--- config.mk ---
export PLATFORM = sky130hd
export DESIGN_NAME = icache_sram_port
export DESIGN_NICKNAME = d
export VERILOG_FILES = /design/src/logic/icache_pkg.sv /design/src/logic/icache_sram_port.sv
export SDC_FILE = /design/constraint.sdc
export NUM_CORES = 1
export LEC_CHECK = 0
export BUFFER_PORTS_ARGS = -buffer_cell sky130_fd_sc_hd__clkbuf_2
export CAP_MARGIN = 20
export CORE_AREA = 2 2 675 677
export CTS_CLUSTER_DIAMETER = 100
export DETAILED_ROUTE_END_ITERATION = 8
export DIE_AREA = 0 0 677 679
export HOLD_SLACK_MARGIN = 0.05
export PLACE_DENSITY = 0.3
export SLEW_MARGIN = 5
export SYNTH_ARGS = -nofsm -noshare
export SYNTH_HDL_FRONTEND = slang
export SYNTH_SLANG_ARGS = --single-unit
--- constraint.sdc ---
create_clock -name clk -period 4.9 [get_ports clk]
set_input_delay 0.49 -clock clk [delete_from_list [all_inputs] [get_ports clk]]
set_output_delay 0.49 -clock clk [all_outputs]
set_load 0.01 [all_outputs]
--- src/logic/icache_pkg.sv ---
package icache_pkg;

    // ==================================================
    // fetch address fields
    // ==================================================
    localparam int addr_w      = 32;
    localparam int inst_w      = 32;
    localparam int offset_w    = 3;
    localparam int index_w     = 8;
    localparam int tag_w       = 21;

    // upper index bits pick the bank, lower bits the row
    localparam int bank_sel_w  = 2;
    localparam int bank_addr_w = 6;

    // ==================================================
    // cache geometry
    // ==================================================
    localparam int num_banks   = 4;
    localparam int num_ways    = 2;
    localparam int row_w       = 128;
    localparam int beat_w      = 64;

    // AXI read response and transfer size
    localparam logic [1:0] resp_okay   = 2'b00;
    localparam logic [2:0] arsize_beat = 3'b011;

    // addi x0, x0, 0
    localparam logic [inst_w-1:0] nop_inst = 32'h0000_0013;

    typedef enum logic [1:0] {
        state_lookup  = 2'd0,
        state_request = 2'd1,
        state_wait    = 2'd2
    } fetch_state_e;

    // one SRAM bank request, cen/wen/wmask all active low
    typedef struct packed {
        logic                   cen;
        logic                   wen;
        logic [bank_addr_w-1:0] addr;
        logic [row_w-1:0]       wmask;
        logic [row_w-1:0]       wdata;
    } sram_req_t;

    typedef struct packed {
        logic              arvalid;
        logic [addr_w-1:0] araddr;
        logic [2:0]        arsize;
    } axi_ar_t;

    typedef struct packed {
        logic              rvalid;
        logic [1:0]        rresp;
        logic [beat_w-1:0] rdata;
        logic              rlast;
    } axi_r_t;

endpackage
--- src/logic/icache_sram_port.sv ---
`timescale 1ns/10ps

module icache_sram_port import icache_pkg::*; (
    input  logic                              clk,
    input  logic                              rst,
    input  logic                              lookup,
    input  logic [addr_w-1:0]                 lookup_addr,
    input  logic                              hit_way,
    input  logic                              fill,
    input  logic [addr_w-1:0]                 fill_addr,
    input  logic                              victim_way,
    input  axi_r_t                            axi_r,
    input  logic [num_banks-1:0][row_w-1:0]   sram_rdata,
    output sram_req_t [num_banks-1:0]         sram_req,
    output logic [inst_w-1:0]                 hit_word
);

    logic [addr_w-1:0]      req_addr;
    logic [bank_sel_w-1:0]  req_bank;
    logic [bank_addr_w-1:0] req_row;
    logic [row_w-1:0]       fill_mask;

    logic [bank_sel_w-1:0]  rd_bank_q;
    logic                   rd_way_q;
    logic                   rd_word_q;
    logic [row_w-1:0]       rd_row;
    logic [beat_w-1:0]      rd_half;

    // fill and lookup never share a cycle
    assign req_addr = fill ? fill_addr : lookup_addr;
    assign req_row  = req_addr[offset_w +: bank_addr_w];
    assign req_bank = req_addr[offset_w + bank_addr_w +: bank_sel_w];

    // way 1 owns the upper half of a row, cleared mask bits are written
    assign fill_mask = victim_way ? {{beat_w{1'b0}}, {beat_w{1'b1}}}
                                  : {{beat_w{1'b1}}, {beat_w{1'b0}}};

    // ==================================================
    // bank requests
    // ==================================================
    always_comb begin
        for (int b = 0; b < num_banks; b++) begin
            sram_req[b].cen   = !((lookup || fill) && (req_bank == bank_sel_w'(b)));
            sram_req[b].wen   = !(fill && (req_bank == bank_sel_w'(b)));
            sram_req[b].addr  = req_row;
            sram_req[b].wmask = fill_mask;
            sram_req[b].wdata = {axi_r.rdata, axi_r.rdata};
        end
    end

    // ==================================================
    // read select, one cycle after the lookup
    // ==================================================
    always_ff @(posedge clk) begin
        if (rst) begin
            rd_bank_q <= '0;
            rd_way_q  <= 1'b0;
            rd_word_q <= 1'b0;
        end else if (lookup) begin
            rd_bank_q <= req_bank;
            rd_way_q  <= hit_way;
            rd_word_q <= lookup_addr[offset_w-1];
        end
    end

    assign rd_row  = sram_rdata[rd_bank_q];
    assign rd_half = rd_way_q ? rd_row[row_w-1 -: beat_w] : rd_row[beat_w-1:0];

    assign hit_word = rd_word_q ? rd_half[beat_w-1 -: inst_w] : rd_half[inst_w-1:0];

endmodule

**Word level (Yosys, flattened, before mapping)**

Cells that the tools add are included.
W data, S select, Z words.

- Input port bits: 650
- Output and inout port bits: 1088
- Register bits after elaboration: 4
- Word-level logic and storage cells: 31

- Equality and inequality tests: 3
- Order comparisons: 1
- Reductions and logical operators: 18
- Mux-type cells: 6

Operators by type and width:

| cell | count |
|---|---|
| $bmux W128 S2 | 1 |
| $mux W128 | 2 |
| $mux W64 | 1 |
| $mux W32 | 1 |
| $mux W11 | 1 |
| $logic_and A1 B1 Y1 | 8 |
| $logic_not A1 Y1 | 8 |
| $eq A2 B2 Y1 const B | 2 |
| $lt A2 B3 Y1 const B | 1 |
| $eq A2 B1 Y1 const B | 1 |
| $logic_not A2 Y1 | 1 |
| $logic_or A1 B1 Y1 | 1 |

**Logic depth before layout (Yosys ltp)**

- Word-level depth: 4
- Gate-level depth with buffers: 5
- Gate-level depth less buffers: 3

**Worst setup path before layout**

No wires, ideal clock.

- Path type: input port to output port
- Start point: input victim_way
- End point: output sram_req[1000] in the netlist's numbering
- Cell stages on the path: 2
- Data arrival time: 4.703 ns
- Path slack: -0.293 ns
- Data required time: 4.410 ns
- Buffers on the path: 1
- Cell sequence: inv_1 > buf_4

RTL lines:

| what | line | text |
|---|---|---|
| start, declared | icache_sram_port.sv:11 | `input logic victim_way,` |
| end, declared | icache_sram_port.sv:14 | `output sram_req_t [num_banks-1:0] sram_req,` |

**Worst setup path after layout**

- Start point: register rd_bank_q[0]
- End point: output hit_word[19]

- Cells in the longest elaborated chain, start to end: 4

RTL lines:

| what | line | text |
|---|---|---|
| start, declared | icache_sram_port.sv:23 | `logic [bank_sel_w-1:0] rd_bank_q;` |
| start signal, assigned | icache_sram_port.sv:60 | `rd_bank_q <= req_bank;` |
| $bmux W128 S2 | icache_sram_port.sv:66 | `assign rd_row = sram_rdata[rd_bank_q];` |
| $mux W128 (implied by the code) | icache_sram_port.sv:66 |  |
| $mux W64 | icache_sram_port.sv:67 | `assign rd_half = rd_way_q ? rd_row[row_w-1 -: beat_w] : rd_row[beat_w-1:0];` |
| $mux W32 | icache_sram_port.sv:69 | `assign hit_word = rd_word_q ? rd_half[beat_w-1 -: inst_w] : rd_half[inst_w-1:0];` |
| end, declared | icache_sram_port.sv:15 | `output logic [inst_w-1:0] hit_word` |

Every way passes these cells. The select of a mux whose other input is x is not followed.

==> qor.yml <==
drv_slew: 0
grtUsageTotal_pct: 5.55
finalWirelength_mm: 136
drive_above_1_share_pct: 91.1
grt_setup_unrepaired: "false"
initial_core_util_pct: 2.63
r2r_setup_slack_ns: 3.51
crit_family: "buffers and inverters"
clk_pin_slew_ns: 0.03
layout.nets: 2051
clk_latency_ns: 0.22
ys_seq_elements: 4
core_region_area_mm2: 0.452
p_clk_share_pct: 8.5
detailed_place_hpwl_mm: 130
drt_iter0_drc: 405
dieHeight_um: 679
worst_ep_required_time_ns: 4.41
fin_util_pct: 3.81
fin_crit_sh_pct: 72.6
grt_pass1_vias: 8104
rows: 247
vias_per_cell: 1.29
synth_compound_area_share_pct: 4.46
pwr-share-comb_pct: 87.6
post_cts_buffers: 0
grt_pass1_wl_mm: 152
synth_cells: 1357
synth_area_leader_cell: "buf_4"
drc: 0
cp_max_fo: 25
cts_tree: "done"
status: "finished, final reports clean"
tns_ns: 0
tightest_slew_ns: 1.30
crit_type: "flop to output port"
ys_types: 22
setup_viol: 0
syn_nets: 2007
mostFrequentLayoutCell: "clkbuf_2"
cts_root_buf: "clkbuf_16"
clock-sinks: 4
slowest_stage: "dfxtp_4"
p_sw_mw: 0.807
min_path_type: "input pin to flop"
peakVddDrop_v: 0.0000611
relSlewSlack_pct: 13.6
cts-hold-fix-buffers: 0
syn2layout_area_growth_pct: 44.9
skew_ns: 0
cpPeakStageDelay_ns: 0.76
htree_num_levels: 1
fin_crit_ns: 3.56
start_kind: "flop"
power.share.sequential_pct: 3.9
worstPathCellList: "buf_4 -> buf_4 -> mux4_2 -> a22oi_1 -> nand2_1 -> clkbuf_2"
synth-simple-area-share_pct: 1.70
synthTopCellsByArea: "buf_4 67%, mux4_2 24%, a22oi_1 4.0%, nand2_1 1.0%, dfxtp_1 0.67%"
power_density_mw_per_mm2: 89.4
detail_route.wl_per_cell_um: 18.4
yosys_warnings: 0
seq_area_frac_synth_pct: 0.674
synth_top_family_by_area: "buffers and inverters"
cts_repair_resize_count: 0
cts.path.max_buffers: 2
p_sw_share_pct: 52.5
synthMuxAreaShare_pct: 25.0
p_int_mw: 0.730
cp-end-kind: "output port"
routabilityCongestion: 0.733
firstDrtPassIters: 4
numCtsBuffers: 3
die_area_mm2: 0.460
arrival_ns: 3.07
final_cell_mix: "1109 x clkbuf_2, 128 x mux4_2, 64 x a22oi_1, 33 x nand2_1, 15 x buf_4"
yosys.area.top_type_share_pct: 66.7
die_width_um: 677
finalHoldViolCount: 0
synth_xor_area_share_pct: 0
gr-total-overflow: 0
drv_cap: 0
antenna_found_initial: 152
crit_top_cell: "buf_4"
antenna_left: 0
syn_area_per_cell_um2: 8.75
fillers: 53900
synthAdderAreaFrac_pct: 0
io_buffers: 1110
leakagePower_nw: 5.86
max_freq_mhz: 281
netlist_area_mm2: 0.0119
grt_max_degree: 257
pin_count: 1738
crit_buf_inv: 3
vias: 9514
## power groups by stage
stage	registers [mW]	logic, mW	clock network, mW
floorplan	0.0367	1.35	0
global placement	0.0653	1.41	0
detailed placement	0.0652	1.41	0
CTS	0.0650	1.41	0.133
global route	0.0644	1.45	0.137
finish	0.0606	1.35	0.131
## Yosys cell counts (all sizes together)
cell type and instances:
a211oi 1, a21boi 2, a21oi 1, a22oi 64, a311oi 1, a31oi 2, and2 1, buf 1072
clkbuf 20, dfxtp 4, inv 5, mux2 6, mux2i 2, mux4 128, nand2 33, nand2b 1
nand3 2, nor2 8, nor2b 4
## sequential cells by signal, summed over array words and instances (netlist names)
name and cells:
rd_way_q 1, rd_bank_q 2, rd_word_q 1
## worst reg2reg max path, cell delays in order (launching register included)
cell,delay (ns)
dfxtp_4,0.75
buf_12,0.29
nor2_1,0.07
a211oi_1,0.19
## routing by layer
| layer | global-route usage (%) | up-vias | share of wire [%] |
|---|---|---|---|
| li1 | - | 3617 | - |
| met1 | 3.98 | 4113 | 24 |
| met2 | 10.8 | 1256 | 53 |
| met3 | 5.02 | 386 | 20 |
| met4 | 0.601 | 142 | 2.4 |
| met5 | 0.187 | - | 0.72 |
## through the flow
stage | setup WS (ns) | cells | power, mW | hold slack [ns] | instance area, µm²
2_1_floorplan | 1.07 | 1357 | 1.38 | 0.513 | 11900
3_3_place_gp | 1.36 | 7370 | 1.48 | 0.609 | 17100
3_5_place_dp | 1.34 | 7372 | 1.47 | 0.611 | 17100
4_1_cts | 1.09 | 7376 | 1.61 | 0.505 | 17200
5_1_grt | 1.09 | 7379 | 1.65 | 0.500 | 17200
6_report | 1.34 | 7389 | 1.54 | 0.497 | 17200
## cell families after synthesis
family          after synthesis
mux                         136
flops                         4
compound gates               71
simple gates                 49
buf+inv                    1097
## final timing paths
path         depth (start not counted)                         to                      start
max                                  6               hit_word[19]  rd_bank_q[0]$_SDFFE_PP0P_
min                                  2  rd_bank_q[1]$_SDFFE_PP0P_                        rst
max reg2reg                          3  rd_bank_q[1]$_SDFFE_PP0P_  rd_bank_q[1]$_SDFFE_PP0P_
min reg2reg                          2      rd_way_q$_SDFFE_PP0P_      rd_way_q$_SDFFE_PP0P_
## area by class of cell
cell class | count | area, µm² | share of cell area [%]
multi-input combinational | 256 | 3720 | 21.7
antenna | 13 | 32.5 | 0.189
sequential | 4 | 87.6 | 0.509
tap | 5976 | 7480 | 43.5
timing repair buffer | 1131 | 5780 | 33.6
inverter | 5 | 22.5 | 0.131
clock buffer | 4 | 78.8 | 0.458
No activity file was read; power rests on OpenSTA's default activity.
