[config.mk]
export PLATFORM = sky130hd
export DESIGN_NAME = icache_fetch_out
export DESIGN_NICKNAME = d
export VERILOG_FILES = /design/src/logic/icache_pkg.sv /design/src/logic/icache_fetch_out.sv
export SDC_FILE = /design/constraint.sdc
export NUM_CORES = 1
export LEC_CHECK = 0
export BUFFER_PORTS_ARGS = -buffer_cell sky130_fd_sc_hd__clkbuf_2
export CAP_MARGIN = 20
export CELL_PAD_IN_SITES_DETAIL_PLACEMENT = 1
export CELL_PAD_IN_SITES_GLOBAL_PLACEMENT = 1
export CORE_UTILIZATION = 31
export DETAILED_ROUTE_END_ITERATION = 10
export GPL_TIMING_DRIVEN = 0
export PLACE_DENSITY_LB_ADDON = 0.1
export SLEW_MARGIN = 20
export SYNTH_ARGS = -nofsm -noshare
export SYNTH_HDL_FRONTEND = slang
export SYNTH_SLANG_ARGS = --single-unit
[constraint.sdc]
create_clock -name clk -period 2.3 [get_ports clk]
set_input_delay 0.46 -clock clk [delete_from_list [all_inputs] [get_ports clk]]
set_output_delay 0.46 -clock clk [all_outputs]
set_load 0.05 [all_outputs]
[src/logic/icache_pkg.sv]
package icache_pkg;

    // ==================================================
    // fetch address fields
    // ==================================================
    localparam int addr_w      = 32;
    localparam int inst_w      = 32;
    localparam int offset_w    = 3;
    localparam int index_w     = 8;
    localparam int tag_w       = 21;

    // upper index bits pick the bank, lower bits the row
    localparam int bank_sel_w  = 2;
    localparam int bank_addr_w = 6;

    // ==================================================
    // cache geometry
    // ==================================================
    localparam int num_banks   = 4;
    localparam int num_ways    = 2;
    localparam int row_w       = 128;
    localparam int beat_w      = 64;

    // AXI read response and transfer size
    localparam logic [1:0] resp_okay   = 2'b00;
    localparam logic [2:0] arsize_beat = 3'b011;

    // addi x0, x0, 0
    localparam logic [inst_w-1:0] nop_inst = 32'h0000_0013;

    typedef enum logic [1:0] {
        state_lookup  = 2'd0,
        state_request = 2'd1,
        state_wait    = 2'd2
    } fetch_state_e;

    // one SRAM bank request, cen/wen/wmask all active low
    typedef struct packed {
        logic                   cen;
        logic                   wen;
        logic [bank_addr_w-1:0] addr;
        logic [row_w-1:0]       wmask;
        logic [row_w-1:0]       wdata;
    } sram_req_t;

    typedef struct packed {
        logic              arvalid;
        logic [addr_w-1:0] araddr;
        logic [2:0]        arsize;
    } axi_ar_t;

    typedef struct packed {
        logic              rvalid;
        logic [1:0]        rresp;
        logic [beat_w-1:0] rdata;
        logic              rlast;
    } axi_r_t;

endpackage
[src/logic/icache_fetch_out.sv]
`timescale 1ns/10ps

module icache_fetch_out import icache_pkg::*; (
    input  logic              clk,
    input  logic              rst,
    input  logic              stall,
    input  logic              flush,
    input  logic              lookup,
    input  logic              hit,
    input  logic [inst_w-1:0] hit_word,
    input  logic              beat_done,
    input  logic              beat_error,
    input  logic              beat_discard,
    input  logic [addr_w-1:0] fill_addr,
    input  axi_r_t            axi_r,
    output logic [inst_w-1:0] inst,
    output logic              inst_valid,
    output logic              inst_error
);

    logic [inst_w-1:0] inst_q;
    logic              fresh_q;
    logic              hit_take;
    logic              beat_take;
    logic [inst_w-1:0] refill_word;

    assign hit_take    = lookup && hit;
    assign beat_take   = beat_done && !beat_discard;
    assign refill_word = fill_addr[offset_w-1] ? axi_r.rdata[beat_w-1 -: inst_w]
                                               : axi_r.rdata[inst_w-1:0];

    always_ff @(posedge clk) begin
        if (rst) begin
            inst_valid <= 1'b0;
            inst_error <= 1'b0;
            fresh_q    <= 1'b0;
            inst_q     <= nop_inst;
        end else begin
            // hit word only lives for one cycle on the SRAM port
            if (fresh_q) begin
                inst_q <= hit_word;
            end
            fresh_q <= 1'b0;
            if (inst_valid && stall) begin
                inst_valid <= 1'b1;
            end else if (flush && !stall) begin
                inst_valid <= 1'b0;
                inst_error <= 1'b0;
                inst_q     <= nop_inst;
            end else begin
                inst_valid <= hit_take || beat_take;
                inst_error <= beat_take && beat_error;
                fresh_q    <= hit_take;
                if (beat_take) begin
                    inst_q <= refill_word;
                end
            end
        end
    end

    assign inst = fresh_q ? hit_word : inst_q;

endmodule

## Yosys cells after proc, flatten, opt, wreduce, memory -nomap -nowiden

Index checks and enable logic that the tools add are counted.

| operators by class | value |
|---|---|
| muxes and demuxes | 8 |
| reductions and logical operators | 9 |

Operators by type and width:

| operator | number |
|---|---|
| 2-to-1 mux 32 bit | 5 |
| logical AND 1 bit | 5 |
| 2-to-1 mux 1 bit | 3 |
| OR reduction 3 bit | 1 |
| zero test 1 bit | 2 |
| logical OR 1 bit | 1 |

| storage, ports and cells | value |
|---|---|
| register bits | 35 |
| input bits | 141 |
| output and inout bits | 34 |
| word-level logic and storage cells | 21 |

## Depth between registers and ports, before layout

| depth | value |
|---|---|
| depth after elaboration | 5 |
| depth in mapped cells | 5 |
| depth with buffers taken out | 3 |

## Least setup slack after synthesis

Ideal clock, no wire load.

| timing | value |
|---|---|
| path kind | reg2reg |
| start | register inst_valid |
| end | register inst_q[29] |
| data arrival time | 1.303 ns |
| setup slack | 0.851 ns |
| cell stages (with the launch flop) | 5 |
| clock period less this slack | 1.449 ns |
| cell sequence | dfxtp_1 nand2_1 buf_4 a21oi_1 a211oi_2 |

| between the ends | value |
|---|---|
| longest elaborated chain between the ends | 2 |

RTL lines:

| item | line | RTL |
|---|---|---|
| from (decl) | icache_fetch_out.sv:17 | `output logic inst_valid,` |
| from (signal assigned) | icache_fetch_out.sv:51 | `inst_valid <= hit_take \|\| beat_take;` |
| logical AND 1 bit | icache_fetch_out.sv:44 | `if (inst_valid && stall) begin` |
| 2-to-1 mux 32 bit | icache_fetch_out.sv:44 |  |
| to (signal assigned) | icache_fetch_out.sv:41 | `inst_q <= hit_word;` |
| to (signal assigned) | icache_fetch_out.sv:49 | `inst_q <= nop_inst;` |
| to (signal assigned) | icache_fetch_out.sv:55 | `inst_q <= refill_word;` |
| to (decl) | icache_fetch_out.sv:21 | `logic [inst_w-1:0] inst_q;` |

No other way between the ends.
A chain may end at the register's enable or synchronous reset.

## Final worst setup path

| timing | value |
|---|---|
| start | register fresh_q |
| end | output inst[24] |

| between the ends | value |
|---|---|
| longest elaborated chain between the ends | 1 |

RTL lines:

| item | line | RTL |
|---|---|---|
| from (decl) | icache_fetch_out.sv:22 | `logic fresh_q;` |
| from (signal assigned) | icache_fetch_out.sv:53 | `fresh_q <= hit_take;` |
| 2-to-1 mux 32 bit | icache_fetch_out.sv:61 | `assign inst = fresh_q ? hit_word : inst_q;` |
| to (decl) | icache_fetch_out.sv:16 | `output logic [inst_w-1:0] inst,` |

No other way between the ends.

==> summary.txt <==
STA
  • Pins over their slew limit: 0
  • Unrepaired setup endpoints after global routing: no
  • Fmax: between 500 and 600 MHz
  • Final hold vios: 0
  • Period minus WS final: 1.956 ns
  • Setup violations, final: 0
  • Slew margin rel.: 0.5043
  • Fin Setup TNS: 0 ns
  • Worst Skew: a little over 0.007 ns
  • Slew @ Worst Pin: 0.7435 ns
  • Final period utilization: 0.8505
  • Worst setup margin: 0.3439 ns

Worst setup path
  • Crit end category: output port
  • Top Family by Delay on Critical Path: buffers and inverters
  • Critical R2R Capture: inst_q[28]
  • Crit path cell chain: buf_6 -> buf_8 -> mux2_4 -> clkbuf_2
  • Critical path buffer and inverter count: 3
  • Setup crit start kind: register
  • Reg2Reg Setup Slack: between 0.9 and 1 ns
  • R2R depth: 4
  • CP Data Required Time: about 1.8 ns
  • Worst r2r src: inst_valid
  • Slowest cell delay on critical path: roughly 0.33 ns
  • CP Class: register to output port
  • Critical Path Stages: 4
  • Crit path max fanout: 10
  • Arrival time at the worst endpoint: approximately 1.5 ns
  • Slowest-stage cell, CP: dfxtp_1

Route
  • WL final: between 6000 and 7000 microns
  • Via Count: about 2100
  • Iteration-0 DRC count of the detailed router: 29
  • Avg Vias per Cell: between 4 and 5
  • Routed len/inst: around 16 microns
  • Remaining antenna violation count: 0
  • First drt pass iteration count: 3
  • Remaining DRCs: 0

Floorplanning
  • Starting Density: 0.3233
  • Die W: 89.43 microns
  • Row Count: 31
  • Io pins: ~180
  • DIE HEIGHT: slightly below 90 microns
  • CORE AREA: 0.007331 sq mm
  • Die Area: ~0.008 sq mm

Clocking
  • Post_cts resized: 0
  • Worst-path clk slew: 0.07 ns
  • CTS Sinks: 35
  • CTS H-tree depth: 2
  • Post CTS Setup Buffer Count: 0
  • Post-CTS Hold Buffers: 0
  • CTS max path bufs: 2
  • Clk root buf: clkbuf_8
  • Clock buffer count from CTS: 5
  • CTS tree: built
  • Clock latency on the worst-skew pair: 0.29 ns

Worst hold path
  • Hold Path Sink: inst_error
  • Hold_sp: beat_error
  • Hold Crit Class: input pin to register
  • Hold path cells: 2

Placement
  • Pre-CTS WS: roughly 0.63 ns
  • Post-DP HPWL: ~5500 microns
  • Placed cells: between 400 and 500
  • Area after DPL: between 0.003 and 0.004 sq mm
  • Gpl congestion: approximately 0.7
  • IO buf count: about 140

GRT
  • Global routing's busiest layer: met2
  • GR Layer Usage met3: 0.03878
  • GRT Util Overall: 0.1744
  • Initial antenna violation count: 0
  • First-pass GRT wire length: 10540 microns
  • M2 GR Usage: 0.3102
  • Pin count of the biggest net entering global routing: 11
  • Grt ovf: 0
  • Vias in the first global route: about 2200
  • Met1 Use GR: 0.2145

Finish
  • Non-Filler Instances: ~450
  • Layout Nets: 486
  • Fin util: 0.4480
  • Design Area, Final: about 0.0033 sq mm
  • Layout fillers: ~870
  • Layout cells sized above 1: 0.7197
  • Final antenna diode count: 0
  • Area of the multi-input gates: 0.001498 sq mm
  • Register area: ~700 sq um
  • Layout area overhead: 38.60%

Logic synthesis
  • Mapped cell area: 0.002370 sq mm
  • Synth Register Bits: 35
  • Synth warn: 0
  • Seq/Total Area, Yosys: 0.2957
  • Yosys cell types: 29
  • Post-Syn Area per Cell: 11.85 sq um
  • Syn_nets: approximately 340
  • Syn Inst Count: 200

Outcome
  • Status: finished clean

Power and ir drop
  • Leak: between 1.5 and 2 nW
  • Peak supply drop: about 0.00021 V
  • Pwr Density: about 550 mW/mm^2

Job
  • Max_cap viols: 0
placed cells by master, fill, tap and decap left out, drive strengths merged:
master   count
a211oi      29
a21oi       33
nor2b        4
nor3b        1
dfxtp       35
and2         1
mux2        32
a31o         1
buf         18
nor3         1
a31oi        1
clkbuf     149
nand2        2
o21ai        3
nand2b       1
inv          1
a21o         1
nor2         1
a2111oi      3
mux2i       29
synth_stat cells:
| cell | instances | area share |
|---|---|---|
| dfxtp_1 | 35 | 0.30 |
| mux2_4 | 30 | 0.19 |
| mux2i_1 | 29 | 0.12 |
| a211oi_2 | 26 | 0.14 |
| a21oi_2 | 25 | 0.092 |
| a21oi_1 | 8 | 0.017 |
| buf_2 | 7 | 0.015 |
| buf_4 | 5 | 0.016 |
| nor2b_1 | 4 | 0.011 |
| a2111oi_0 | 3 | 0.011 |
| a211oi_1 | 3 | 0.0095 |
| o21ai_1 | 3 | 0.0063 |
| buf_6 | 2 | 0.0095 |
| buf_8 | 2 | 0.013 |
| clkbuf_4 | 2 | 0.0063 |
| mux2_2 | 2 | 0.0095 |
| nand2_1 | 2 | 0.0032 |
| a21o_1 | 1 | 0.0032 |
| a31o_1 | 1 | 0.0037 |
| a31oi_1 | 1 | 0.0026 |
| and2_4 | 1 | 0.0037 |
| buf_1 | 1 | 0.0016 |
| buf_12 | 1 | 0.0084 |
| clkbuf_1 | 1 | 0.0016 |
| inv_2 | 1 | 0.0016 |
| nand2b_1 | 1 | 0.0026 |
| nor2_1 | 1 | 0.0016 |
| nor3_1 | 1 | 0.0021 |
| nor3b_1 | 1 | 0.0032 |
how the worst max path moves through the flow:
stage / start / endpoint / slack (ns)
3_3_place_gp: beat_discard / inst_q[23] / 0.65
6_report: fresh_q / inst[24] / 0.34
3_5_place_dp: beat_discard / inst_q[21] / 0.63
2_1_floorplan: inst_valid / inst_q[29] / 0.85
4_1_cts: fresh_q / inst[24] / 0.32
5_1_grt: fresh_q / inst[26] / 0.27
flip-flops by register name, summed over array words and instances, names as in the netlist:
name	cells
fresh_q	1
inst_valid	1
inst_q	32
inst_error	1
cell families (layout without fill, tap and decap cells):
kind of cell	after synthesis	after routing	share of synthesized area
buf+inv	22	168	0.07233
flops	35	35	0.2957
mux	61	61	0.3221
compound gates	71	71	0.2830
simple gates	11	11	0.02693
stage by stage:
step	hold slack (ns)	total power, mW
final	0.3929	1.805
after global routing	0.3902	1.897
after CTS	0.3856	1.826
after detailed placement	0.6207	1.313
after global placement	0.6108	1.305
after floorplan	0.5947	1.131
power breakdown:
group | internal [mW] | switching [mW]
clock network | 0.274 | 0.239
registers | 0.643 | 0.0110
logic | 0.256 | 0.382
worst register-to-register path, cell delays in order (launching register included):
cell,delay [ns]
dfxtp_1,0.33
and2_4,0.18
nor2_1,0.22
buf_2,0.36
a211oi_2,0.12
layout make-up:
type | instances | share of cell area
Multi-Input combinational cell | 143 | 0.4560
Sequential cell | 35 | 0.2133
Tap cell | 99 | 0.03771
Timing Repair Buffer | 138 | 0.2103
Clock buffer | 8 | 0.03048
Inverter | 1 | 0.001143
Buffer | 21 | 0.05105
metal layers:
layer  up-vias  part of all wire
li1       1042                 -
met1       959              0.45
met2        82              0.48
met3         7             0.062
met4         0            0.0084
met5         -                 0
Note: power is estimated with default switching activity, not from simulation.
