### src/logic/icache_pkg.sv
package icache_pkg;

    // ==================================================
    // fetch address fields
    // ==================================================
    localparam int addr_w      = 32;
    localparam int inst_w      = 32;
    localparam int offset_w    = 3;
    localparam int index_w     = 8;
    localparam int tag_w       = 21;

    // upper index bits pick the bank, lower bits the row
    localparam int bank_sel_w  = 2;
    localparam int bank_addr_w = 6;

    // ==================================================
    // cache geometry
    // ==================================================
    localparam int num_banks   = 4;
    localparam int num_ways    = 2;
    localparam int row_w       = 128;
    localparam int beat_w      = 64;

    // AXI read response and transfer size
    localparam logic [1:0] resp_okay   = 2'b00;
    localparam logic [2:0] arsize_beat = 3'b011;

    // addi x0, x0, 0
    localparam logic [inst_w-1:0] nop_inst = 32'h0000_0013;

    typedef enum logic [1:0] {
        state_lookup  = 2'd0,
        state_request = 2'd1,
        state_wait    = 2'd2
    } fetch_state_e;

    // one SRAM bank request, cen/wen/wmask all active low
    typedef struct packed {
        logic                   cen;
        logic                   wen;
        logic [bank_addr_w-1:0] addr;
        logic [row_w-1:0]       wmask;
        logic [row_w-1:0]       wdata;
    } sram_req_t;

    typedef struct packed {
        logic              arvalid;
        logic [addr_w-1:0] araddr;
        logic [2:0]        arsize;
    } axi_ar_t;

    typedef struct packed {
        logic              rvalid;
        logic [1:0]        rresp;
        logic [beat_w-1:0] rdata;
        logic              rlast;
    } axi_r_t;

endpackage
### src/logic/icache_miss_fsm.sv
`timescale 1ns/10ps

module icache_miss_fsm import icache_pkg::*; (
    input  logic              clk,
    input  logic              rst,
    input  logic [addr_w-1:0] pc,
    input  logic              stall,
    input  logic              flush,
    input  logic              hit,
    input  logic              arready,
    input  axi_r_t            axi_r,
    output fetch_state_e      state,
    output logic              lookup,
    output axi_ar_t           axi_ar,
    output logic              rready,
    output logic              fill,
    output logic [addr_w-1:0] fill_addr,
    output logic              beat_done,
    output logic              beat_error,
    output logic              beat_discard
);

    logic              arvalid_q;
    logic [addr_w-1:0] araddr_q;
    logic              discard_q;

    logic              flush_now;
    logic              miss_start;
    logic              ar_done;
    logic              beat;
    logic              resp_ok;

    // flush under stall is ignored
    assign flush_now  = flush && !stall;
    assign lookup     = (state == state_lookup) && !stall;
    assign miss_start = lookup && !hit && !flush;
    assign ar_done    = (state == state_request) && arvalid_q && arready;
    assign beat       = (state == state_wait) && rready && axi_r.rvalid;
    assign resp_ok    = (axi_r.rresp == resp_okay);

    // ==================================================
    // lookup / request / wait
    // ==================================================
    always_ff @(posedge clk) begin
        if (rst) begin
            state     <= state_lookup;
            arvalid_q <= 1'b0;
            rready    <= 1'b0;
            discard_q <= 1'b0;
        end else begin
            case (state)
                state_lookup: begin
                    if (miss_start) begin
                        state     <= state_request;
                        arvalid_q <= 1'b1;
                    end
                end
                state_request: begin
                    // address already taken, so the beat must still be drained
                    if (ar_done) begin
                        state     <= state_wait;
                        arvalid_q <= 1'b0;
                        rready    <= 1'b1;
                        discard_q <= flush_now;
                    end else if (flush_now) begin
                        state     <= state_lookup;
                        arvalid_q <= 1'b0;
                    end
                end
                state_wait: begin
                    if (beat) begin
                        state     <= state_lookup;
                        rready    <= 1'b0;
                        discard_q <= 1'b0;
                    end else if (flush_now) begin
                        discard_q <= 1'b1;
                    end
                end
                default: begin
                    state     <= state_lookup;
                    arvalid_q <= 1'b0;
                    rready    <= 1'b0;
                    discard_q <= 1'b0;
                end
            endcase
        end
    end

    // missing pc, held for the fill and the refill word select
    always_ff @(posedge clk) begin
        if (miss_start) begin
            araddr_q  <= {pc[addr_w-1:offset_w], {offset_w{1'b0}}};
            fill_addr <= pc;
        end
    end

    assign axi_ar = '{arvalid: arvalid_q, araddr: araddr_q, arsize: arsize_beat};

    // beat strobes
    assign fill         = beat && resp_ok;
    assign beat_done    = beat;
    assign beat_error   = beat && !resp_ok;
    assign beat_discard = discard_q || flush_now;

endmodule

### config.mk
export PLATFORM = sky130hd
export DESIGN_NAME = icache_miss_fsm
export DESIGN_NICKNAME = d
export VERILOG_FILES = /design/src/logic/icache_pkg.sv /design/src/logic/icache_miss_fsm.sv
export SDC_FILE = /design/constraint.sdc
export NUM_CORES = 1
export LEC_CHECK = 0
export BUFFER_PORTS_ARGS = -buffer_cell sky130_fd_sc_hd__clkbuf_2
export CAP_MARGIN = 10
export CORE_AREA = 2 2 70 72
export CTS_CLUSTER_DIAMETER = 150
export DETAILED_ROUTE_END_ITERATION = 7
export DIE_AREA = 0 0 72 74
export GPL_TIMING_DRIVEN = 0
export PLACE_DENSITY = 0.81
export SLEW_MARGIN = 10
export SYNTH_ARGS = -nofsm -noshare
export SYNTH_HDL_FRONTEND = slang
export SYNTH_SLANG_ARGS = --single-unit
### constraint.sdc
create_clock -name clk -period 5.7 [get_ports clk]
set_input_delay 0.57 -clock clk [delete_from_list [all_inputs] [get_ports clk]]
set_output_delay 0.57 -clock clk [all_outputs]
set_load 0.02 [all_outputs]
Word level (Yosys, flattened, before mapping)
Cells that the tools add are included.

word-level totals
  input bits = 106
  word-level logic and storage cells = 52
  register bits after elaboration = 66
  output and inout bits = 76

cells by class
  mux-type cells = 16
  equality and inequality tests = 7
  reduce and logical (&&, ||, !) cells = 21
  bitwise logic cells = 2

operators with widths
  operator                                                                count
  3-bit AND reduction                                                     4
  1-bit logical AND                                                       10
  1-bit case mux with 3 select lines                                      3
  1-bit 2-to-1 mux                                                        8
  2-bit 2-to-1 mux                                                        4
  2-bit inequality test (second input constant)                           3
  3-bit inequality test (second input constant)                           2
  2-bit case mux with 3 select lines                                      1
  1-bit logical NOT                                                       4
  2-bit logical NOT                                                       2
  2-bit by 1-bit equality test with 1-bit output (second input constant)  1
  2-bit equality test (second input constant)                             1
  1-bit NOT                                                               2
  1-bit logical OR                                                        1

Logic depth before layout (Yosys ltp)
Gate-level depths: netlist (run 1).

  word-level depth = 6
  gate-level depth with buffers = 6
  mapped depth without buffers = 6

Worst setup path before layout (run 1)
Ideal clock, no wire load.

  path kind = register to register
  from = register state[0]
  to = register fill_addr[0], enable pin
  period minus slack after synthesis = 4,047 ps
  arrival = 3,578 ps
  stages on the path, launching flop included = 5
  path slack = 1,653 ps
  buffers on the path = 0
  path through = dfxtp_1 -> inv_1 -> ha_1 -> nor2b_1 -> nor3b_1

on the way
  longest elaborated chain between the ends = 4

ends and longest elaborated chain
  element                          line                   RTL
  from (decl)                      icache_miss_fsm.sv:12  output fetch_state_e state,
  from (signal assigned)           icache_miss_fsm.sv:46  state <= state_lookup;
  from (signal assigned)           icache_miss_fsm.sv:54  state <= state_request;
  from (signal assigned)           icache_miss_fsm.sv:61  state <= state_wait;
  2-bit logical NOT                icache_miss_fsm.sv:35  assign lookup = (state == state_lookup) && !stall;
  1-bit logical AND                icache_miss_fsm.sv:35
  named net lookup                 icache_miss_fsm.sv:13  output logic lookup,
  1-bit logical AND (2 in series)  icache_miss_fsm.sv:36  assign miss_start = lookup && !hit && !flush;
  named net miss_start             icache_miss_fsm.sv:28  logic miss_start;
  to (signal assigned)             icache_miss_fsm.sv:93  fill_addr <= pc;
  to (decl)                        icache_miss_fsm.sv:17  output logic [addr_w-1:0] fill_addr,

The timed path passes the listed nets, and every way through them passes these cells.
A chain may end at the register's enable or synchronous reset.

Worst setup path in the final report (run 1)
  from = register state[1]
  to = register fill_addr[10], enable pin

on the way
  longest elaborated chain between the ends = 4

ends and longest elaborated chain
  element                          line
  2-bit logical NOT                icache_miss_fsm.sv:35
  1-bit logical AND                icache_miss_fsm.sv:35
  1-bit logical AND (2 in series)  icache_miss_fsm.sv:36
  named net miss_start             icache_miss_fsm.sv:28

The timed path passes the listed nets, and every way through them passes these cells.

==> run metrics, run 1 <==
critical path endpoint category=register; vias per cell=4.12; vias in the first global route=1075; antenna-violating nets left=0; Die Y=74 um; setup_tns=0 ns; unrepaired setup endpoints after global routing=false; share of layout cells above drive strength 1=0.674; Final Hold Viols=0; Final setup viols=0; Final GP Congestion=0.725; Initial DRC Count=63; Clock Skew=0.00431 ns; DRC=0; area leader, netlist=edfxtp_1; post-synth top area share=0.603; H-tree depth=2; startpoint types=register; Total Routed Length=3680 um; die extent in x=72 um; Rows=25; fmax=451 MHz; Placed Cells=282; post-CTS sizing=0; Synth top cells by count=36 x buf_4, 32 x edfxtp_1, 7 x nor2_1; post-place setup slack=3.49 ns; Initial Util=0.347; clock sink count=37; clock latency at the later pin of the worst-skew pair=0.28 ns; fin crit period=2.22 ns; Distinct cells, synth=23; first-pass GRT wire length=5330 um; CP Class=register to register; Final period util=0.389; final instance area=2380 um^2; synthesized netlist cell count=111; Final Slew Violations=0; Post-Syn Area=1590 um^2; All-Layer GR Usage=0.138; die area=5330 um^2; max-capacitance violation count=0; clock slew at reported path FFs=0.07 ns; Synth Flop Type=edfxtp_1; Synth warnings=0; CTS buffer count=5; outcome=completed; largest cells by area after synthesis=edfxtp_1 60%, buf_4 17%, dfxtp_1 6.3%, ha_1 3.1%, mux2i_1 1.9%; leakage=1.17 nW; Final #Nets=345; # fillers=409; PD cells=275 nW/um^2; R2R Setup Slk=3.48 ns; gr ovfl total=0; Boundary Pins=182; CTS root buf=clkbuf_8; Tightest Hold Check Type=register to register; P&R area growth vs syn=49.1%; Syn Area/Cell=14.4 um^2; most frequent cell after synthesis=buf_4; Cell Count, Final, Fillers Out=290; DP Area=2270 um^2; Post CTS Setup Buffer Count=0; final setup margin=3.48 ns; crit-path max FO=11; via count=1196; worst path arrival time=2.21 ns; CTS tree=yes; FF+latch count, synth=37; sequential element share of the synthesized area=0.666; Core ar.=4600 um^2; Req. time, crit path=5.69 ns; Hold Buf Count CTS=0; DRT Pass-1 Iters=4; DP HPWL=3160 um; largest net degree at the start of global routing=13; worst IR drop on VDD=0.000157 V; WL per Instance=12.7 um; CTS Buffer Depth=2; EDFF count, synth=32; Async SR Flop Fraction=0; antenna violations before repair=1; port bufs=110; number of diodes=0
[worst max-delay path, stage by stage (launching register included)]
cell and delay, ns:
dfxtp_1 0.33, inv_1 0.12, ha_1 0.28, nor2b_1 0.20, nor3b_2 0.45, buf_6 0.23
buf_6 0.17, buf_6 0.16
[routing by layer]
layer | vias to the layer above | track usage | share of wire
met5 | - | 0 | 0
met4 | 0 | 0.0377 | 0.011
met3 | 5 | 0.111 | 0.19
met2 | 86 | 0.220 | 0.45
met1 | 515 | 0.139 | 0.35
li1 | 590 | - | -
[flip-flops by register name, summed over array words and instances (netlist names)]
| register | flops |
|---|---|
| fill_addr | 32 |
| state | 2 |
| arvalid_q | 1 |
| discard_q | 1 |
| rready | 1 |
[layout by cell type, fill, tap and decap left out, types with 2 or more instances in the layout]
cell      Yosys  final
clkbuf_2      0    110
buf_4        36     36
edfxtp_1     32     32
nor2_1        7      7
conb_1        2      6
dfxtp_1       5      5
clkbuf_8      0      5
inv_1         4      4
ha_1          4      4
mux2i_1       3      3
buf_6         0      3
nand3_1       2      2
nor3_1        2      2
or2b_1        2      2
[cell families after synthesis]
kind of cell / synth area share
AOI/OAI and AO/OA: 0.0440
and+or+nand+nor: 0.0495
muxes: 0.0259
DFF: 0.666
buffers and inverters: 0.179
adders and majority gates: 0.0314
other: 0.00471
[stage by stage]
step                      hold WS, ns   util  power (W)
after floorplan                 0.427      -   0.000398
after global placement          0.442  0.484   0.000436
after detailed placement        0.447  0.493   0.000442
after CTS                       0.448  0.517   0.000664
after global routing            0.442  0.517   0.000683
final                           0.454  0.517   0.000653
[report_power, final]
group | internal, W | switching (W)
Combinational | 0.0000529 | 0.0000659
Clock | 0.000129 | 0.0000895
Sequential | 0.000309 | 0.00000787
[cell type report]
cell class,count,area [um^2],area share
Clock inverter,3,41.3,0.0174
Tap cell,54,67.6,0.0284
Inverter,4,15.0,0.00632
Sequential cell,37,1060,0.447
Clock buffer,5,68.8,0.0290
Multi-Input combinational cell,38,268,0.113
Timing Repair Buffer,113,584,0.246
Buffer,36,270,0.114
[worst paths after layout]
path	from	end	depth (start not counted)
worst max-delay path	state[1]$_SDFFE_PP0P_	fill_addr[10]$_DFFE_PP_	7
worst min-delay path	discard_q$_SDFFE_PP0P_	discard_q$_SDFFE_PP0P_	2
worst min register to register	discard_q$_SDFFE_PP0P_	discard_q$_SDFFE_PP0P_	2
worst max register to register	state[1]$_SDFFE_PP0P_	fill_addr[10]$_DFFE_PP_	7
(Power assumes the default switching activity.)
==> inputs of run 2 (changes only) <==
--- a/config.mk
+++ b/config.mk
@@ -7,12 +7,13 @@
 export LEC_CHECK = 0
 export BUFFER_PORTS_ARGS = -buffer_cell sky130_fd_sc_hd__clkbuf_2
 export CAP_MARGIN = 10
-export CORE_AREA = 2 2 70 72
+export CORE_ASPECT_RATIO = 1.1
+export CORE_MARGIN = 1.5
+export CORE_UTILIZATION = 33
 export CTS_CLUSTER_DIAMETER = 150
 export DETAILED_ROUTE_END_ITERATION = 7
-export DIE_AREA = 0 0 72 74
 export GPL_TIMING_DRIVEN = 0
-export PLACE_DENSITY = 0.81
+export PLACE_DENSITY = 0.77
 export SLEW_MARGIN = 10
 export SYNTH_ARGS = -nofsm -noshare
 export SYNTH_HDL_FRONTEND = slang
==> constraint.sdc (replaced) <==
create_clock -name clk -period 2.2 [get_ports clk]
set_input_delay 0.22 -clock clk [delete_from_list [all_inputs] [get_ports clk]]
set_output_delay 0.22 -clock clk [all_outputs]
set_load 0.02 [all_outputs]
==> run 2 against run 1 <==
  * First-iteration DRC count rose by 30%
  * Worst setup slack worse by 3.3 ns
  * Worst hold slack got worse by 0.34 ns
  * Largest cell class unchanged
  * Largest power group unchanged
==> run metrics, run 2 (synthesis gave the netlist of run 1 again) <==
Min Hold Slack=0.109 ns (-0.345 ns); Clock Skew=0.00519 ns (+0.000875 ns); Req. time, crit path=2.18 ns (-3.51 ns); Final Slew Violations=0 (unchanged); worst-path cell chain=inv_2 > ha_2 > nor2b_4 > nor3b_4 > buf_8; Core ar.=4650 um^2 (+1.2%); internal power=0.00116 W (+140%); vias per cell=4.09 (-0.75%); port bufs=110 (unchanged); DRC=0 (unchanged); max-capacitance violation count=0 (unchanged); CP Class=register to register; unrepaired setup endpoints after global routing=false; final instance area=2350 um^2 (-1.1%); Reg with most FFs=fill_addr; most common cell after layout, fill and taps aside=clkbuf_2; Tightest Hold Check Type=input port to register; Final setup viols=0 (unchanged); critical path buffer and inverter count=2 (-2); gr ovfl total=0 (unchanged); Clock power frac=0.283 (-0.051); Sw Ratio=0.264 (+0.0144); All-Layer GR Usage=0.136 (-0.00132); largest net degree at the start of global routing=20 (+7); leakage=1.16 nW (-0.54%); Logic pwr share=0.196 (+0.014); Reg-to-Reg Start=state[0]$_SDFFE_PP0P_; switching pwr=0.000416 W (+160%); DP HPWL=3050 um (-3.5%); critical path endpoint category=register; Final GP Congestion=0.751 (+3.6%); antenna violations before repair=0 (-1); share of layout cells above drive strength 1=0.697 (+0.0229); CP top delay family=simple AND/OR/NAND/NOR gates; vias in the first global route=1039 (-3.3%); Rows=26 (+4.0%); Boundary Pins=182 (unchanged); Hold Startpoint=pc[23]; hold depth=1 (-1); Initial Util=0.343 (-0.00401); Post CTS Setup Buffer Count=0 (unchanged); PD cells=671 nW/um^2 (+140%); CTS root buf=clkbuf_8; worst path arrival time=2.03 ns (-0.18 ns); Die Y=75.9 um (+2.6%); CTS Buffer Depth=2 (unchanged); DP Area=2270 um^2 (+0.11%); Max stage delay cell, worst path=nor3b_4; outcome=completed; biggest regs=fill_addr (32), state (2); WL per Instance=12.3 um (-2.8%); slew margin rel.=0.486; startpoint types=register; die extent in x=69.3 um (-3.8%); CTS buffer count=5 (unchanged); Crit path largest cell delay=0.66 ns (+0.21 ns); clock latency at the later pin of the worst-skew pair=0.28 ns (about the same); H-tree depth=2 (unchanged); worst IR drop on VDD=0.000323 V (+110%); antenna-violating nets left=0 (unchanged); via count=1187 (-0.75%); Final period util=0.928 (+0.539); number of flip-flops in the largest register=32 (unchanged); Post-Route Utilization=0.505 (-0.0114); WHS Endpoint=fill_addr[23]$_DFFE_PP_; R2R Path End=fill_addr[15]$_DFFE_PP_; Sequential Power Share=0.521 (+0.037); final setup margin=0.158 ns (-3.33 ns); Final #Nets=343 (-0.58%); post-CTS sizing=0 (unchanged); first-pass GRT wire length=5260 um (-1.3%); Final Hold Viols=0 (unchanged); clock sink count=37 (unchanged); die area=5260 um^2 (-1.3%); Worst Max-Slew Pin Slew=0.770 ns; P&R area growth vs syn=47.5%; fmax=490 MHz (+8.6%); Hold Buf Count CTS=0 (unchanged); most frequent cells in the layout=110 x clkbuf_2, 36 x buf_4, 32 x edfxtp_1, 7 x nor2_1, 6 x conb_1; post-place setup slack=0.137 ns (-3.35 ns); worst reg2reg path depth=5 (-2); fin crit period=2.04 ns (-0.175 ns); DRT Pass-1 Iters=3 (-1); clock slew at reported path FFs=0.07 ns (about the same); number of diodes=0 (unchanged); Initial DRC Count=82 (+30%); R2R Setup Slk=0.16 ns (-3.33 ns); Total Routed Length=3580 um (-2.8%); CTS tree=yes; crit-path max FO=19 (+8)
run 2: worst max-delay path by stage:
stage / from / to / slack [ns] / cells past startpoint
after floorplan: state[0]$_SDFFE_PP0P_ / fill_addr[0]$_DFFE_PP_ / 0.009 / 4
after global placement: state[0]$_SDFFE_PP0P_ / fill_addr[26]$_DFFE_PP_ / -0.19 / 4
after detailed placement: state[1]$_SDFFE_PP0P_ / fill_addr[26]$_DFFE_PP_ / 0.14 / 5
after CTS: state[1]$_SDFFE_PP0P_ / fill_addr[26]$_DFFE_PP_ / 0.12 / 5
after global routing: state[0]$_SDFFE_PP0P_ / fill_addr[15]$_DFFE_PP_ / 0.03 / 5
final: state[0]$_SDFFE_PP0P_ / fill_addr[15]$_DFFE_PP_ / 0.16 / 5
run 2: cell type report:
| class | count | area (um^2) |
|---|---|---|
| Fill cell | 427 | 2300 |
| Sequential cell | 37 | 1060 |
| Timing Repair Buffer | 111 | 566 |
| Multi-Input combinational cell | 38 | 284 |
| Buffer | 36 | 270 |
| Clock buffer | 6 | 72.6 |
| Tap cell | 56 | 70.1 |
| Inverter | 4 | 15.0 |
| Clock inverter | 2 | 10.0 |
run 2: layer usage:
layer,up-vias,track usage,wire [um]
li1,590,-,-
met1,499,0.141,1310
met2,92,0.194,1460
met3,6,0.127,765
met4,0,0.0523,47
met5,-,0,0
run 2: power groups by stage:
stage | combinational, W | clock (W) | sequential [W]
after floorplan | 0.000171 | 0 | 0.000868
after global placement | 0.000302 | 0 | 0.000837
after detailed placement | 0.000310 | 0 | 0.000838
after CTS | 0.000311 | 0.000467 | 0.000822
after global routing | 0.000335 | 0.000496 | 0.000825
final | 0.000309 | 0.000446 | 0.000822
run 2: stage by stage:
| step | TNS [ns] | instances | power, W |
|---|---|---|---|
| 5_1_grt | 0 | 290 | 0.00166 |
| 2_1_floorplan | 0 | 115 | 0.00104 |
| 3_5_place_dp | 0 | 282 | 0.00115 |
| 3_3_place_gp | -6.13 | 281 | 0.00114 |
| 4_1_cts | 0 | 290 | 0.00160 |
| 6_report | 0 | 290 | 0.00158 |
==> inputs of run 3 (changes only) <==
--- a/config.mk
+++ b/config.mk
@@ -14,6 +14,7 @@
 export DETAILED_ROUTE_END_ITERATION = 7
 export GPL_TIMING_DRIVEN = 0
 export PLACE_DENSITY = 0.77
+export REMOVE_ABC_BUFFERS = 1
 export SLEW_MARGIN = 10
 export SYNTH_ARGS = -nofsm -noshare
 export SYNTH_HDL_FRONTEND = slang
==> run 3 against run 2 <==
  * Register-to-register slack better by 0.21 ns
  * Die area did not move
  * Worst hold slack better by 0.0026 ns
  * Power shrank 3.6%
  * Via count fell by 9.0%
==> run metrics, run 3 (synthesis gave the netlist of run 1 again) <==
clock latency at the later pin of the worst-skew pair=0.28 ns (about the same); Crit path largest cell delay=0.34 ns (-0.32 ns); biggest regs=fill_addr (32), state (2); internal power=0.00112 W (-3.3%); Min Hold Slack=0.112 ns (+0.00264 ns); die area=5260 um^2 (unchanged); post-place setup slack=-0.104 ns (-0.241 ns); first-pass GRT wire length=4570 um (-13%); worst IR drop on VDD=0.000319 V (-1.4%); critical path endpoint category=register; WL per Instance=12.5 um (+1.6%); CP Class=register to register; startpoint types=register; cell mode on critical path=buf_4; Initial DRC Count=48 (-41%); number of flip-flops in the largest register=32 (unchanged); CTS Buffer Depth=2 (unchanged); Die Y=75.9 um (unchanged); Sequential Power Share=0.540 (+0.019); DRT Pass-1 Iters=4 (+1); Final Slew Violations=0 (unchanged); Total Routed Length=3240 um (-9.6%); Sw Ratio=0.262 (-0.00257); Final setup viols=0 (unchanged); vias in the first global route=896 (-14%); DRC=0 (unchanged); Hold Buf Count CTS=0 (unchanged); Req. time, crit path=2.18 ns (about the same); final setup margin=0.363 ns (+0.205 ns); share of layout cells above drive strength 1=0.614 (-0.0827); Logic pwr share=0.179 (-0.017); P&R area growth vs syn=31.5%; CTS buffer count=5 (unchanged); All-Layer GR Usage=0.120 (-0.0167); Post-Route Utilization=0.451 (-0.0549); antenna violations before repair=0 (unchanged); most frequent cells in the layout=110 x clkbuf_2, 32 x edfxtp_1, 7 x nor2_1, 6 x conb_1; critical path buffer and inverter count=3 (+1); Rows=26 (unchanged); most common cell after layout, fill and taps aside=clkbuf_2; Clock power frac=0.281 (-0.002); Max stage delay cell, worst path=dfxtp_1; Initial Util=0.343 (unchanged); max-capacitance violation count=0 (unchanged); Core ar.=4650 um^2 (unchanged); clock sink count=37 (unchanged); CTS root buf=clkbuf_8; DP Area=1980 um^2 (-13%); final instance area=2100 um^2 (-11%); number of diodes=0 (unchanged); Boundary Pins=182 (unchanged); fmax=544 MHz (+11%); vias per cell=4.19 (+2.3%); Tightest Hold Check Type=input port to register; worst path arrival time=1.82 ns (-0.21 ns); outcome=completed; Final GP Congestion=0.690 (-8.2%); PD cells=725 nW/um^2 (+8.1%); CP top delay family=buffers and inverters; port bufs=110 (unchanged); Final #Nets=312 (-9.0%); DP HPWL=2630 um (-14%); clock slew at reported path FFs=0.07 ns (about the same); Reg with most FFs=fill_addr; Clock Skew=0.00408 ns (-0.00111 ns); unrepaired setup endpoints after global routing=false; gr ovfl total=0 (unchanged); # fillers=453 (+6.1%); leakage=0.996 nW (-14%); crit-path max FO=12 (-7); antenna-violating nets left=0 (unchanged); via count=1080 (-9.0%); fin crit period=1.84 ns (-0.205 ns); worst-path cell chain=inv_1 > ha_1 > nor2b_1 > nor3b_4 > buf_4 > buf_4; Final period util=0.835 (-0.0934); largest net degree at the start of global routing=13 (-35%); Final Hold Viols=0 (unchanged); H-tree depth=2 (unchanged); switching pwr=0.000398 W (-4.5%); die extent in x=69.3 um (unchanged); CTS tree=yes
[run 3: cell types whose count changed in the layout (fill, tap and decap cells not counted)]
cell,change
buf_4,-31
clkinv_2,-2
dfxtp_1,+2
dfxtp_2,-2
inv_1,+2
inv_2,-2
buf_6,+1
buf_8,-1
clkinv_1,+1
ha_1,+1
ha_2,-1
nor2b_1,+1
nor2b_4,-1
[run 3: final timing paths]
path / from / to / slack [ns] / depth (start not counted)
worst min register to register: discard_q$_SDFFE_PP0P_ / discard_q$_SDFFE_PP0P_ / 0.46 / 2
worst min-delay path: pc[1] / fill_addr[1]$_DFFE_PP_ / 0.11 / 1
worst max-delay path: state[0]$_SDFFE_PP0P_ / fill_addr[31]$_DFFE_PP_ / 0.36 / 6
worst max register to register: state[0]$_SDFFE_PP0P_ / fill_addr[31]$_DFFE_PP_ / 0.36 / 6
[run 3: worst reg2reg max path: stages (launching register included)]
cell and delay, ns:
dfxtp_1 0.34, inv_1 0.11, ha_1 0.28, nor2b_1 0.20, nor3b_4 0.20, buf_4 0.19
buf_4 0.21
[run 3: power by group through the flow]
| stage | clock [W] | combinational [W] | sequential, W |
|---|---|---|---|
| 2_1_floorplan | 0 | 0.0000962 | 0.000898 |
| 3_3_place_gp | 0 | 0.000256 | 0.000839 |
| 3_5_place_dp | 0 | 0.000264 | 0.000837 |
| 4_1_cts | 0.000450 | 0.000268 | 0.000821 |
| 5_1_grt | 0.000484 | 0.000294 | 0.000824 |
| 6_report | 0.000427 | 0.000272 | 0.000821 |
[run 3: metrics by stage]
step           TNS [ns]  std cells  total power, W
2_1_floorplan    -59.10         79        0.000994
3_3_place_gp     -80.31        245         0.00109
3_5_place_dp      -1.42        247         0.00110
4_1_cts               0        254         0.00154
5_1_grt               0        258         0.00160
6_report              0        258         0.00152
[run 3: layout make-up]
cell class                 instances  area [um^2]  share of cell area
sequential                        37         1060               0.506
clock inverter                     1         3.75             0.00179
clock buffer                       6         72.6              0.0346
multi-input combinational         38          274               0.131
inverter                           4         15.0             0.00716
timing repair buffer             116          599               0.286
tap                               56         70.1              0.0334
[run 3: per-layer routing]
metal	GRT usage	vias up	wire (um)
met3	0.0714	7	479
met5	0	-	0
li1	-	522	-
met1	0.145	459	1320
met4	0.0523	0	49
met2	0.173	92	1390
[run 3: what timing repair did]
action                                 CTS  global route
setup buffers                            0             4
setup endpoints to repair               23            12
pin swaps                                0             0
endpoints found under the hold margin    0             0
gates resized for setup                  1             0
